File: config.mk
export PLATFORM = sky130hd
export DESIGN_NAME = simd_noncomp_slice
export DESIGN_NICKNAME = d
export VERILOG_FILES = /design/src/hw/fp_fmt_pkg.sv /design/src/hw/slice_cfg_pkg.sv /design/src/hw/lane_if.sv /design/src/hw/noncomp_lane.sv /design/src/hw/result_packer.sv /design/src/hw/simd_noncomp_slice.sv
export SDC_FILE = /design/constraint.sdc
export NUM_CORES = 1
export LEC_CHECK = 0
export ABC_CLOCK_PERIOD_IN_PS = 10000
export BUFFER_PORTS_ARGS = -buffer_cell sky130_fd_sc_hd__buf_2
export CORE_ASPECT_RATIO = 0.5
export CORE_UTILIZATION = 47
export DETAILED_ROUTE_END_ITERATION = 8
export GPL_ROUTABILITY_DRIVEN = 0
export GPL_TIMING_DRIVEN = 0
export PLACE_DENSITY = 0.76
export SYNTH_ARGS = -nofsm -noshare
export SYNTH_HDL_FRONTEND = slang
export SYNTH_SLANG_ARGS = --single-unit
File: constraint.sdc
create_clock -name clk_i -period 10 [get_ports clk_i]
set_input_delay 1.5 -clock clk_i [delete_from_list [all_inputs] [get_ports clk_i]]
set_output_delay 1.5 -clock clk_i [all_outputs]
set_load 0.01 [all_outputs]
File: src/hw/fp_fmt_pkg.sv
// ---------------------------------------------------------------------
// Floating-point format and operation definitions for the slice
// Only binary32 and binary16 are known here
// Status carries all five IEEE flags, the datapath only ever raises nv
// ---------------------------------------------------------------------
`default_nettype none

package fp_fmt_pkg;

  // Supported formats
  typedef enum logic {
    FP32 = 1'b0,
    FP16 = 1'b1
  } fp_format_e;

  // Width in bits of one value of a format
  function automatic int unsigned fp_width(fp_format_e fmt);
    return (fmt == FP32) ? 32 : 16;
  endfunction

  // Non-computational operations
  typedef enum logic [2:0] {
    FMIN   = 3'd0,
    FMAX   = 3'd1,
    FSGNJ  = 3'd2,
    FSGNJN = 3'd3,
    FSGNJX = 3'd4
  } operation_e;

  // IEEE exception flags
  typedef struct packed {
    logic nv;  // Invalid operation
    logic dz;  // Divide by zero
    logic of;  // Overflow
    logic uf;  // Underflow
    logic nx;  // Inexact
  } status_t;

  // Quiet canonical NaNs
  localparam logic [31:0] CANON_NAN32 = 32'h7fc00000;
  localparam logic [15:0] CANON_NAN16 = 16'h7e00;

endpackage

`default_nettype wire

File: src/hw/slice_cfg_pkg.sv
// ---------------------------------------------------------------------
// Structural configuration of the SIMD slice
// DATA_W must divide evenly into NUM_LANES binary16 slots
// ---------------------------------------------------------------------
`default_nettype none

package slice_cfg_pkg;

  localparam int unsigned DATA_W        = 32;
  localparam int unsigned NUM_LANES     = 2;
  localparam int unsigned LANE_W        = DATA_W / NUM_LANES;  // One FP16 slot
  localparam int unsigned NUM_PIPE_REGS = 2;
  localparam int unsigned TAG_W         = 4;

  // Side data that travels with every item through a lane
  typedef struct packed {
    fp_fmt_pkg::fp_format_e fmt;        // Result format
    logic                   vectorial;  // Vector FP16 op
    logic                   lane_used;  // Lane holds a real element
    logic [TAG_W-1:0]       tag;
  } lane_meta_t;

endpackage

`default_nettype wire

File: src/hw/lane_if.sv
// ---------------------------------------------------------------------
// Result bundle from one lane to the result packer
// Valid/ready handshake, the source holds its payload until transfer
// ---------------------------------------------------------------------
`timescale 1ns/1ns
`default_nettype none

interface lane_if;

  logic                              valid;
  logic                              ready;
  logic [slice_cfg_pkg::DATA_W-1:0]  result;
  fp_fmt_pkg::status_t               status;
  slice_cfg_pkg::lane_meta_t         meta;

  // Lane side
  modport src (
    output valid,
    output result,
    output status,
    output meta,
    input  ready
  );

  // Packer side
  modport snk (
    input  valid,
    input  result,
    input  status,
    input  meta,
    output ready
  );

endinterface

`default_nettype wire

File: src/hw/noncomp_lane.sv
// ---------------------------------------------------------------------
// One SIMD lane for min/max and sign injection
// Lane 0 handles FP32 and FP16, higher lanes handle FP16 only
// Unboxed inputs are replaced by the canonical NaN before use
// Latency is NUM_PIPE_REGS cycles with elastic valid/ready stages
// ---------------------------------------------------------------------
`timescale 1ns/1ns
`default_nettype none

module noncomp_lane #(
  parameter int unsigned lane_idx = 0
) (
  input  logic                             clk_i,
  input  logic                             rst_n_i,
  input  logic [slice_cfg_pkg::DATA_W-1:0] opa_i,
  input  logic [slice_cfg_pkg::DATA_W-1:0] opb_i,
  input  logic [1:0]                       boxed_i,    // {opb, opa}
  input  fp_fmt_pkg::operation_e           op_i,
  input  slice_cfg_pkg::lane_meta_t        meta_i,
  input  logic                             in_valid_i,
  output logic                             in_ready_o,
  output logic                             busy_o,
  lane_if.src                              out
);

  localparam int unsigned NP       = slice_cfg_pkg::NUM_PIPE_REGS;
  localparam bit          HAS_FP32 = (lane_idx == 0);

  typedef struct packed {
    logic        sign;
    logic [30:0] mag;
    logic        is_nan;
    logic        is_snan;
  } fp_class_t;

  // Substitute the canonical NaN for a badly boxed operand
  function automatic logic [31:0] unbox(logic [31:0] op, logic boxed, logic is32);
    logic [31:0] val;
    if (is32) begin
      val = boxed ? op : fp_fmt_pkg::CANON_NAN32;
    end else begin
      val = {16'hffff, (boxed ? op[15:0] : fp_fmt_pkg::CANON_NAN16)};
    end
    return val;
  endfunction

  function automatic fp_class_t classify(logic [31:0] val, logic is32);
    fp_class_t c;
    if (is32) begin
      c.sign    = val[31];
      c.mag     = val[30:0];
      c.is_nan  = (&val[30:23]) & (|val[22:0]);
      c.is_snan = c.is_nan & ~val[22];        // Quiet bit clear
    end else begin
      c.sign    = val[15];
      c.mag     = {16'b0, val[14:0]};
      c.is_nan  = (&val[14:10]) & (|val[9:0]);
      c.is_snan = c.is_nan & ~val[9];
    end
    return c;
  endfunction

  // ---------------------------------------------------------------------
  // Operation
  // ---------------------------------------------------------------------
  logic                use_fp32;
  logic [31:0]         val_a, val_b, canon;
  fp_class_t           cls_a, cls_b;
  logic                a_lt_b;
  logic                inj_sign, is_sgnj;
  logic [31:0]         op_result;
  fp_fmt_pkg::status_t op_status;

  assign use_fp32 = HAS_FP32 && (meta_i.fmt == fp_fmt_pkg::FP32);

  assign val_a = unbox(opa_i, boxed_i[0], use_fp32);
  assign val_b = unbox(opb_i, boxed_i[1], use_fp32);
  assign cls_a = classify(val_a, use_fp32);
  assign cls_b = classify(val_b, use_fp32);
  assign canon = use_fp32 ? fp_fmt_pkg::CANON_NAN32 : {16'hffff, fp_fmt_pkg::CANON_NAN16};

  // Sign-magnitude order, -0 sorts below +0
  assign a_lt_b = (cls_a.sign != cls_b.sign) ? cls_a.sign :
                  cls_a.sign ? (cls_a.mag > cls_b.mag) : (cls_a.mag < cls_b.mag);

  always_comb begin : compute
    op_status = '0;
    op_result = val_a;
    inj_sign  = cls_a.sign;
    is_sgnj   = 1'b0;
    case (op_i)
      fp_fmt_pkg::FMIN, fp_fmt_pkg::FMAX: begin
        op_status.nv = cls_a.is_snan | cls_b.is_snan;
        if (cls_a.is_nan && cls_b.is_nan) begin
          op_result = canon;
        end else if (cls_a.is_nan) begin
          op_result = val_b;                      // Number wins over NaN
        end else if (cls_b.is_nan) begin
          op_result = val_a;
        end else if ((op_i == fp_fmt_pkg::FMIN) == a_lt_b) begin
          op_result = val_a;
        end else begin
          op_result = val_b;
        end
      end
      fp_fmt_pkg::FSGNJ: begin
        inj_sign = cls_b.sign;
        is_sgnj  = 1'b1;
      end
      fp_fmt_pkg::FSGNJN: begin
        inj_sign = ~cls_b.sign;
        is_sgnj  = 1'b1;
      end
      fp_fmt_pkg::FSGNJX: begin
        inj_sign = cls_a.sign ^ cls_b.sign;
        is_sgnj  = 1'b1;
      end
      default: begin
        op_result = canon;
      end
    endcase
    if (is_sgnj) begin
      op_result = use_fp32 ? {inj_sign, val_a[30:0]} : {16'hffff, inj_sign, val_a[14:0]};
    end
  end

  // ---------------------------------------------------------------------
  // Elastic pipeline, index i holds the item after i stages
  // ---------------------------------------------------------------------
  logic [NP:0]                        pipe_valid;
  logic [NP:0]                        pipe_ready;
  logic [NP:0][31:0]                  pipe_result;
  fp_fmt_pkg::status_t [NP:0]         pipe_status;
  slice_cfg_pkg::lane_meta_t [NP:0]   pipe_meta;

  assign pipe_valid[0]  = in_valid_i;
  assign pipe_result[0] = op_result;
  assign pipe_status[0] = op_status;
  assign pipe_meta[0]   = meta_i;

  for (genvar i = 0; i < NP; i++) begin : gen_stage
    // Advance when the next stage is empty or drains this cycle
    assign pipe_ready[i] = pipe_ready[i+1] | ~pipe_valid[i+1];

    always_ff @(posedge clk_i) begin
      if (!rst_n_i) begin
        pipe_valid[i+1] <= 1'b0;
      end else if (pipe_ready[i]) begin
        pipe_valid[i+1] <= pipe_valid[i];
      end
    end

    always_ff @(posedge clk_i) begin
      if (pipe_ready[i] && pipe_valid[i]) begin
        pipe_result[i+1] <= pipe_result[i];
        pipe_status[i+1] <= pipe_status[i];
        pipe_meta[i+1]   <= pipe_meta[i];
      end
    end
  end

  assign pipe_ready[NP] = out.ready;

  assign in_ready_o = pipe_ready[0];
  assign busy_o     = |pipe_valid[NP:1];   // Any stage occupied

  assign out.valid  = pipe_valid[NP];
  assign out.result = pipe_result[NP];
  assign out.status = pipe_status[NP];
  assign out.meta   = pipe_meta[NP];

  // A stalled result must not change under the packer
  a_hold_result: assert property (
    @(posedge clk_i) disable iff (!rst_n_i)
      out.valid && !out.ready |=> out.valid && $stable(out.result)
  ) else $error("lane %0d result changed while stalled", lane_idx);

endmodule

`default_nettype wire

File: src/hw/result_packer.sv
// ---------------------------------------------------------------------
// Joins the lane results into one output word
// Format and tag come from lane 0, all lanes must move in lockstep
// Status mask is sampled at output time, not carried with the item
// ---------------------------------------------------------------------
`timescale 1ns/1ns
`default_nettype none

module result_packer (
  lane_if.snk                              lanes [slice_cfg_pkg::NUM_LANES],
  input  logic [slice_cfg_pkg::NUM_LANES-1:0] simd_mask_i,
  input  logic                             out_ready_i,
  output logic                             out_valid_o,
  output logic [slice_cfg_pkg::DATA_W-1:0] result_o,
  output fp_fmt_pkg::status_t              status_o,
  output logic [slice_cfg_pkg::TAG_W-1:0]  tag_o
);

  localparam int unsigned NL     = slice_cfg_pkg::NUM_LANES;
  localparam int unsigned FP16_W = fp_fmt_pkg::fp_width(fp_fmt_pkg::FP16);

  logic [NL-1:0]                            lane_valid;
  logic [NL-1:0][slice_cfg_pkg::DATA_W-1:0] lane_result;
  fp_fmt_pkg::status_t [NL-1:0]             lane_status;
  logic [NL-1:0]                            lane_used;
  slice_cfg_pkg::lane_meta_t                head_meta;

  // ---------------------------------------------------------------------
  // Gather lanes
  // ---------------------------------------------------------------------
  for (genvar i = 0; i < NL; i++) begin : gen_gather
    assign lane_valid[i]  = lanes[i].valid;
    assign lane_result[i] = lanes[i].result;
    assign lane_status[i] = lanes[i].status;
    assign lane_used[i]   = lanes[i].meta.lane_used;
    assign lanes[i].ready = out_ready_i;       // Same ready for every lane
  end

  assign head_meta = lanes[0].meta;

  // ---------------------------------------------------------------------
  // Packing
  // ---------------------------------------------------------------------
  always_comb begin : pack
    result_o = '1;                              // NaN-box unused slots
    if (head_meta.fmt == fp_fmt_pkg::FP32) begin
      result_o = lane_result[0];
    end else begin
      for (int i = 0; i < NL; i++) begin
        if ((i == 0) || head_meta.vectorial) begin
          result_o[i*FP16_W +: FP16_W] = lane_result[i][FP16_W-1:0];
        end
      end
    end
  end

  // Only used and enabled lanes raise flags
  always_comb begin : collapse_status
    status_o = '0;
    for (int i = 0; i < NL; i++) begin
      if (lane_used[i] && simd_mask_i[i]) begin
        status_o = status_o | lane_status[i];
      end
    end
  end

  assign out_valid_o = lane_valid[0];
  assign tag_o       = head_meta.tag;

  // Lanes accept every item together, so they must present together
  always_comb begin : check_lockstep
    a_valid_lockstep: assert final ((&lane_valid) || !(|lane_valid))
      else $error("lane valid signals differ: %b", lane_valid);
  end

endmodule

`default_nettype wire

File: src/hw/simd_noncomp_slice.sv
// ---------------------------------------------------------------------
// Two-lane SIMD slice for FP min/max and sign injection
// Vector mode exists for FP16 only, a vector flag with FP32 is ignored
// simd_mask_i must be stable while its item is on the output
// ---------------------------------------------------------------------
`timescale 1ns/1ns
`default_nettype none

module simd_noncomp_slice (
  input  logic                             clk_i,
  input  logic                             rst_n_i,
  input  logic [slice_cfg_pkg::DATA_W-1:0] operand_a_i,
  input  logic [slice_cfg_pkg::DATA_W-1:0] operand_b_i,
  input  fp_fmt_pkg::operation_e           op_i,
  input  fp_fmt_pkg::fp_format_e           fmt_i,
  input  logic                             vectorial_op_i,
  input  logic [slice_cfg_pkg::NUM_LANES-1:0] simd_mask_i,
  input  logic [slice_cfg_pkg::TAG_W-1:0]  tag_i,
  input  logic                             in_valid_i,
  output logic                             in_ready_o,
  output logic                             out_valid_o,
  input  logic                             out_ready_i,
  output logic [slice_cfg_pkg::DATA_W-1:0] result_o,
  output fp_fmt_pkg::status_t              status_o,
  output logic [slice_cfg_pkg::TAG_W-1:0]  tag_o,
  output logic                             busy_o
);

  localparam int unsigned NL = slice_cfg_pkg::NUM_LANES;
  localparam int unsigned DW = slice_cfg_pkg::DATA_W;
  localparam int unsigned LW = slice_cfg_pkg::LANE_W;

  logic          fp16_op;
  logic          vector_op;
  logic          scalar_fp16;
  logic [1:0]    boxed;          // {opb, opa}
  logic [NL-1:0] lane_in_ready;
  logic [NL-1:0] lane_busy;

  lane_if lane_bus [NL] ();

  // ---------------------------------------------------------------------
  // Input decode
  // ---------------------------------------------------------------------
  assign fp16_op     = (fmt_i == fp_fmt_pkg::FP16);
  assign vector_op   = vectorial_op_i & fp16_op;
  assign scalar_fp16 = fp16_op & ~vectorial_op_i;

  // Scalar FP16 needs all ones above the value
  assign boxed[0] = ~scalar_fp16 | (&operand_a_i[DW-1:LW]);
  assign boxed[1] = ~scalar_fp16 | (&operand_b_i[DW-1:LW]);

  for (genvar g = 0; g < NL; g++) begin : gen_lanes
    logic [DW-1:0]             lane_opa;
    logic [DW-1:0]             lane_opb;
    slice_cfg_pkg::lane_meta_t lane_meta;

    assign lane_opa = operand_a_i >> (g * LW);   // Lane slot at the bottom
    assign lane_opb = operand_b_i >> (g * LW);

    assign lane_meta.fmt       = fmt_i;
    assign lane_meta.vectorial = vector_op;
    assign lane_meta.lane_used = (g == 0) || vector_op;
    assign lane_meta.tag       = tag_i;

    noncomp_lane #(
      .lane_idx (g)
    ) u_lane (
      .clk_i      (clk_i),
      .rst_n_i    (rst_n_i),
      .opa_i      (lane_opa),
      .opb_i      (lane_opb),
      .boxed_i    (boxed),
      .op_i       (op_i),
      .meta_i     (lane_meta),
      .in_valid_i (in_valid_i),           // Every lane takes every item
      .in_ready_o (lane_in_ready[g]),
      .busy_o     (lane_busy[g]),
      .out        (lane_bus[g])
    );
  end

  assign in_ready_o = lane_in_ready[0];
  assign busy_o     = |lane_busy;

  // ---------------------------------------------------------------------
  // Output side
  // ---------------------------------------------------------------------
  result_packer u_packer (
    .lanes       (lane_bus),
    .simd_mask_i (simd_mask_i),
    .out_ready_i (out_ready_i),
    .out_valid_o (out_valid_o),
    .result_o    (result_o),
    .status_o    (status_o),
    .tag_o       (tag_o)
  );

  // Lane 0 speaks for all lanes on the input side
  a_ready_lockstep: assert property (
    @(posedge clk_i) disable iff (!rst_n_i)
      lane_in_ready == {NL{lane_in_ready[0]}}
  ) else $error("lane ready signals differ: %b", lane_in_ready);

endmodule

`default_nettype wire

==> impl_results.md <==
- Outcome: complete, no violations
- Clk sink count: about 120
- Power per cell area: 173 nW/µm²
- Most common cell after layout, fill and taps aside: buf_2
- Non-Filler Instances: 986
- Die outline width: roughly 170 µm
- Via count: 5863
- Yosys synthesis warning count: 0
- Setup TNS: 0 ns
- Clock-pin slew on the worst setup and hold paths: about 0.060 ns
- CP max FO: 10
- Initial drt markers: 704
- Dominant cells by area after synthesis: edfxtp_1, ha_1, nand2b_1, nor2_1, buf_4
- DRT Pass-1 Iters: 6
- Worst stage delay on the critical path: around 0.58 ns
- Initial core utilization: 0.483
- Crit path launch: operand_a_i[22]
- Placed instance area: 7920 µm²
- Post-synthesis sequential area ratio: 0.500
- Worst-path cell with the longest stage delay: nor4_2
- Initial antenna violation count: 0
- Max Clock Freq: 158 MHz
- CP cell instances: buf_2, nand4_1, nor4_2, nand2b_1, buf_2, clkbuf_1, nand2b_1, ha_1, a21o_1, a21oi_1, clkinv_1, a221o_1, a311oi_2, a21oi_1, o32ai_1, xor2_1, o211a_2, clkbuf_1, a22oi_1
- Largest net degree at the start of global routing: 31
- Worst Tran Pin Value: about 0.97 ns
- Main synth FF type: edfxtp_1
- Worst Path Required: 10.10 ns
- First-pass GRT wire length: 29.3 mm
- Fraction of registers with async set/reset: 0
- CTS buffer count: 17
- Vias in the first global route: between 5000 and 6000
- GRT Total Usage: 0.255
- Rows: 31
- Crit Reg-Reg Startpoint: gen_lanes[1].u_lane.out.valid$_SDFFE_PN0P_
- Clk_lat worst skew: 0.42 ns
- Hold_ws: roughly 0.41 ns
- Cell taking the most area after synthesis: edfxtp_1
- Final Cycle Share: 0.634
- CTS H-tree lvls: 4
- Mean number of vias per cell: a little under 6
- Tmin final: ~6.3 ns
- Relative slew slack: 0.349
- CP Capture Type: flip-flop
- WP data arrival: roughly 6.5 ns
- Post-CTS Hold Buffers: 0
- IO Port Bufs: 116
- Post-CTS sizing: 0
- Peak supply drop: 0.120 mV
- Proportion of layout cells with a drive suffix above 1: 0.253
- HP Class: flip-flop to flip-flop
- Final setup vio count: 0
- Max-Cap Viols: 0
- Synth Cell Area: 7010 µm²
- Clock Skews: 0.0149 ns
- Dpl cells: between 900 and 1000
- Cell area after layout: between 8000 and 9000 µm²
- Hpwl dp: 14.1 mm
- Detailed-route DRC error count: 0
- Die height: ~88 µm
- Finished Core Util: 0.587
- # diodes: 0
- Die footprint: 15400 µm²
- DRT antenna net count: 0
- HP Start: gen_lanes[0].u_lane.pipe_result[47]$_DFFE_PP_
- Overflow after GRT: 0
- Final nets: 900
- Clock buffer depth: 2
- Clock root buffer: clkbuf_16
- Final setup margin: 3.66 ns
- Syn avg cell area: 11.0 µm²
- R2R Path End: gen_lanes[1].u_lane.out.result[11]$_DFFE_PP_
- Most frequent cells in the layout: buf_2, edfxtp_1, nor2_1
- Core Footprint: about 15000 µm²
- Post-synth cell types: between 60 and 70
- Slew Limit Fails: 0
- R2R depth: 2
- Fillers: 1204
- Post-synthesis sequential element count: roughly 120
- Worst slack at placement: 3.43 ns
- I/O Pins: 123
- PnR Total Power: 1.47 mW
- Leak pwr: 3.45 nW
- EDFF count, synth: 114
- Area share of the largest cell type after synthesis: 0.489
- Critical path startpoint category: input port
- Postcts setup bufs: 0
- Syn-to-layout area delta: 21.5%
- Flop-to-flop setup slack: approximately 8.4 ns
- CTS tree: done
- Mapped Cells: 635
- Endpoints failing hold: 0
- Routed len/inst: 19.6 µm
- Kind of critical path: input port to flip-flop
- DRT Wirelength: 19.4 mm
- Setup crit end: gen_lanes[0].u_lane.pipe_result[62]$_DFFE_PP_
- RSZ-0062 raised after global routing: false
## where the power goes
group          leakage (nW)  switching (mW)  internal [mW]
Sequential             1.11         0.00871          0.585
Combinational          2.05           0.143         0.0988
Clock                 0.285           0.241          0.393
## Yosys cell counts (5+ instances only)
cell,instances
a21o_1,11
a21oi_1,23
a221o_1,15
a22o_1,16
a22oi_1,9
and2_1,22
and4_1,7
buf_2,8
buf_4,24
clkbuf_1,17
edfxtp_1,114
ha_1,45
inv_1,17
nand2_1,43
nand2b_1,34
nand3_1,8
nand4_1,17
nor2_1,49
nor2b_1,25
nor3_1,11
nor4_1,10
o21ai_0,9
o22a_1,20
xor2_1,5
## per-layer routing
layer | share of wire | track usage | wire length [µm] | vias up
li1 | - | - | - | 2691
met5 | 0 | 0 | 0 | -
met1 | 0.44 | 0.359 | 8530 | 2721
met3 | 0.097 | 0.0588 | 1880 | 67
met4 | 0.035 | 0.119 | 672 | 0
met2 | 0.43 | 0.376 | 8270 | 384
## layout make-up
type | count | area (µm²) | share of cell area
Sequential cell | 118 | 3500 | 0.411
Multi-Input combinational cell | 449 | 3150 | 0.370
Timing Repair Buffer | 119 | 636 | 0.0746
Clock buffer | 17 | 425 | 0.0500
Buffer | 53 | 314 | 0.0369
Tap cell | 198 | 248 | 0.0291
Clock inverter | 14 | 174 | 0.0204
Inverter | 18 | 67.6 | 0.00793
## worst min-delay path by stage
stage	slack, ns	to	cells past startpoint
floorplan	0.40	gen_lanes[0].u_lane.out.meta[0]$_DFFE_PP_	0
global placement	0.40	gen_lanes[0].u_lane.out.meta[5]$_DFFE_PP_	0
detailed placement	0.40	gen_lanes[0].u_lane.out.result[31]$_DFFE_PP_	0
CTS	0.41	gen_lanes[0].u_lane.out.result[12]$_DFFE_PP_	0
global route	0.41	gen_lanes[0].u_lane.out.result[13]$_DFFE_PP_	0
finish	0.41	gen_lanes[0].u_lane.out.result[15]$_DFFE_PP_	0
## critical path, delay by kind of cell
| kind | cells | cell delay, ns |
|---|---|---|
| buf+inv | 5 | 1.41 |
| compound gates | 8 | 1.82 |
| xor+xnor | 1 | 0.25 |
| fa+ha+maj | 1 | 0.35 |
| simple gates | 4 | 1.10 |
## logic make-up after synthesis
logic type / Yosys count / share of synthesized area
mux: 1 / 0.00196
flops: 118 / 0.500
xor+xnor: 6 / 0.00750
compound gates: 148 / 0.163
other cells: 1 / 0.000535
buf+inv: 71 / 0.0545
simple gates: 245 / 0.192
fa+ha+maj: 45 / 0.0804
## registers in the layout, summed over array words and instances (netlist names)
name / count
gen_lanes.u_lane.out.result: 48
gen_lanes.u_lane.pipe_result: 48
gen_lanes.u_lane.out.meta: 7
gen_lanes.u_lane.pipe_meta: 7
gen_lanes.u_lane.out.status: 2
gen_lanes.u_lane.out.valid: 2
gen_lanes.u_lane.pipe_status: 2
gen_lanes.u_lane.pipe_valid: 2
No activity file was read; power rests on OpenSTA's default activity.
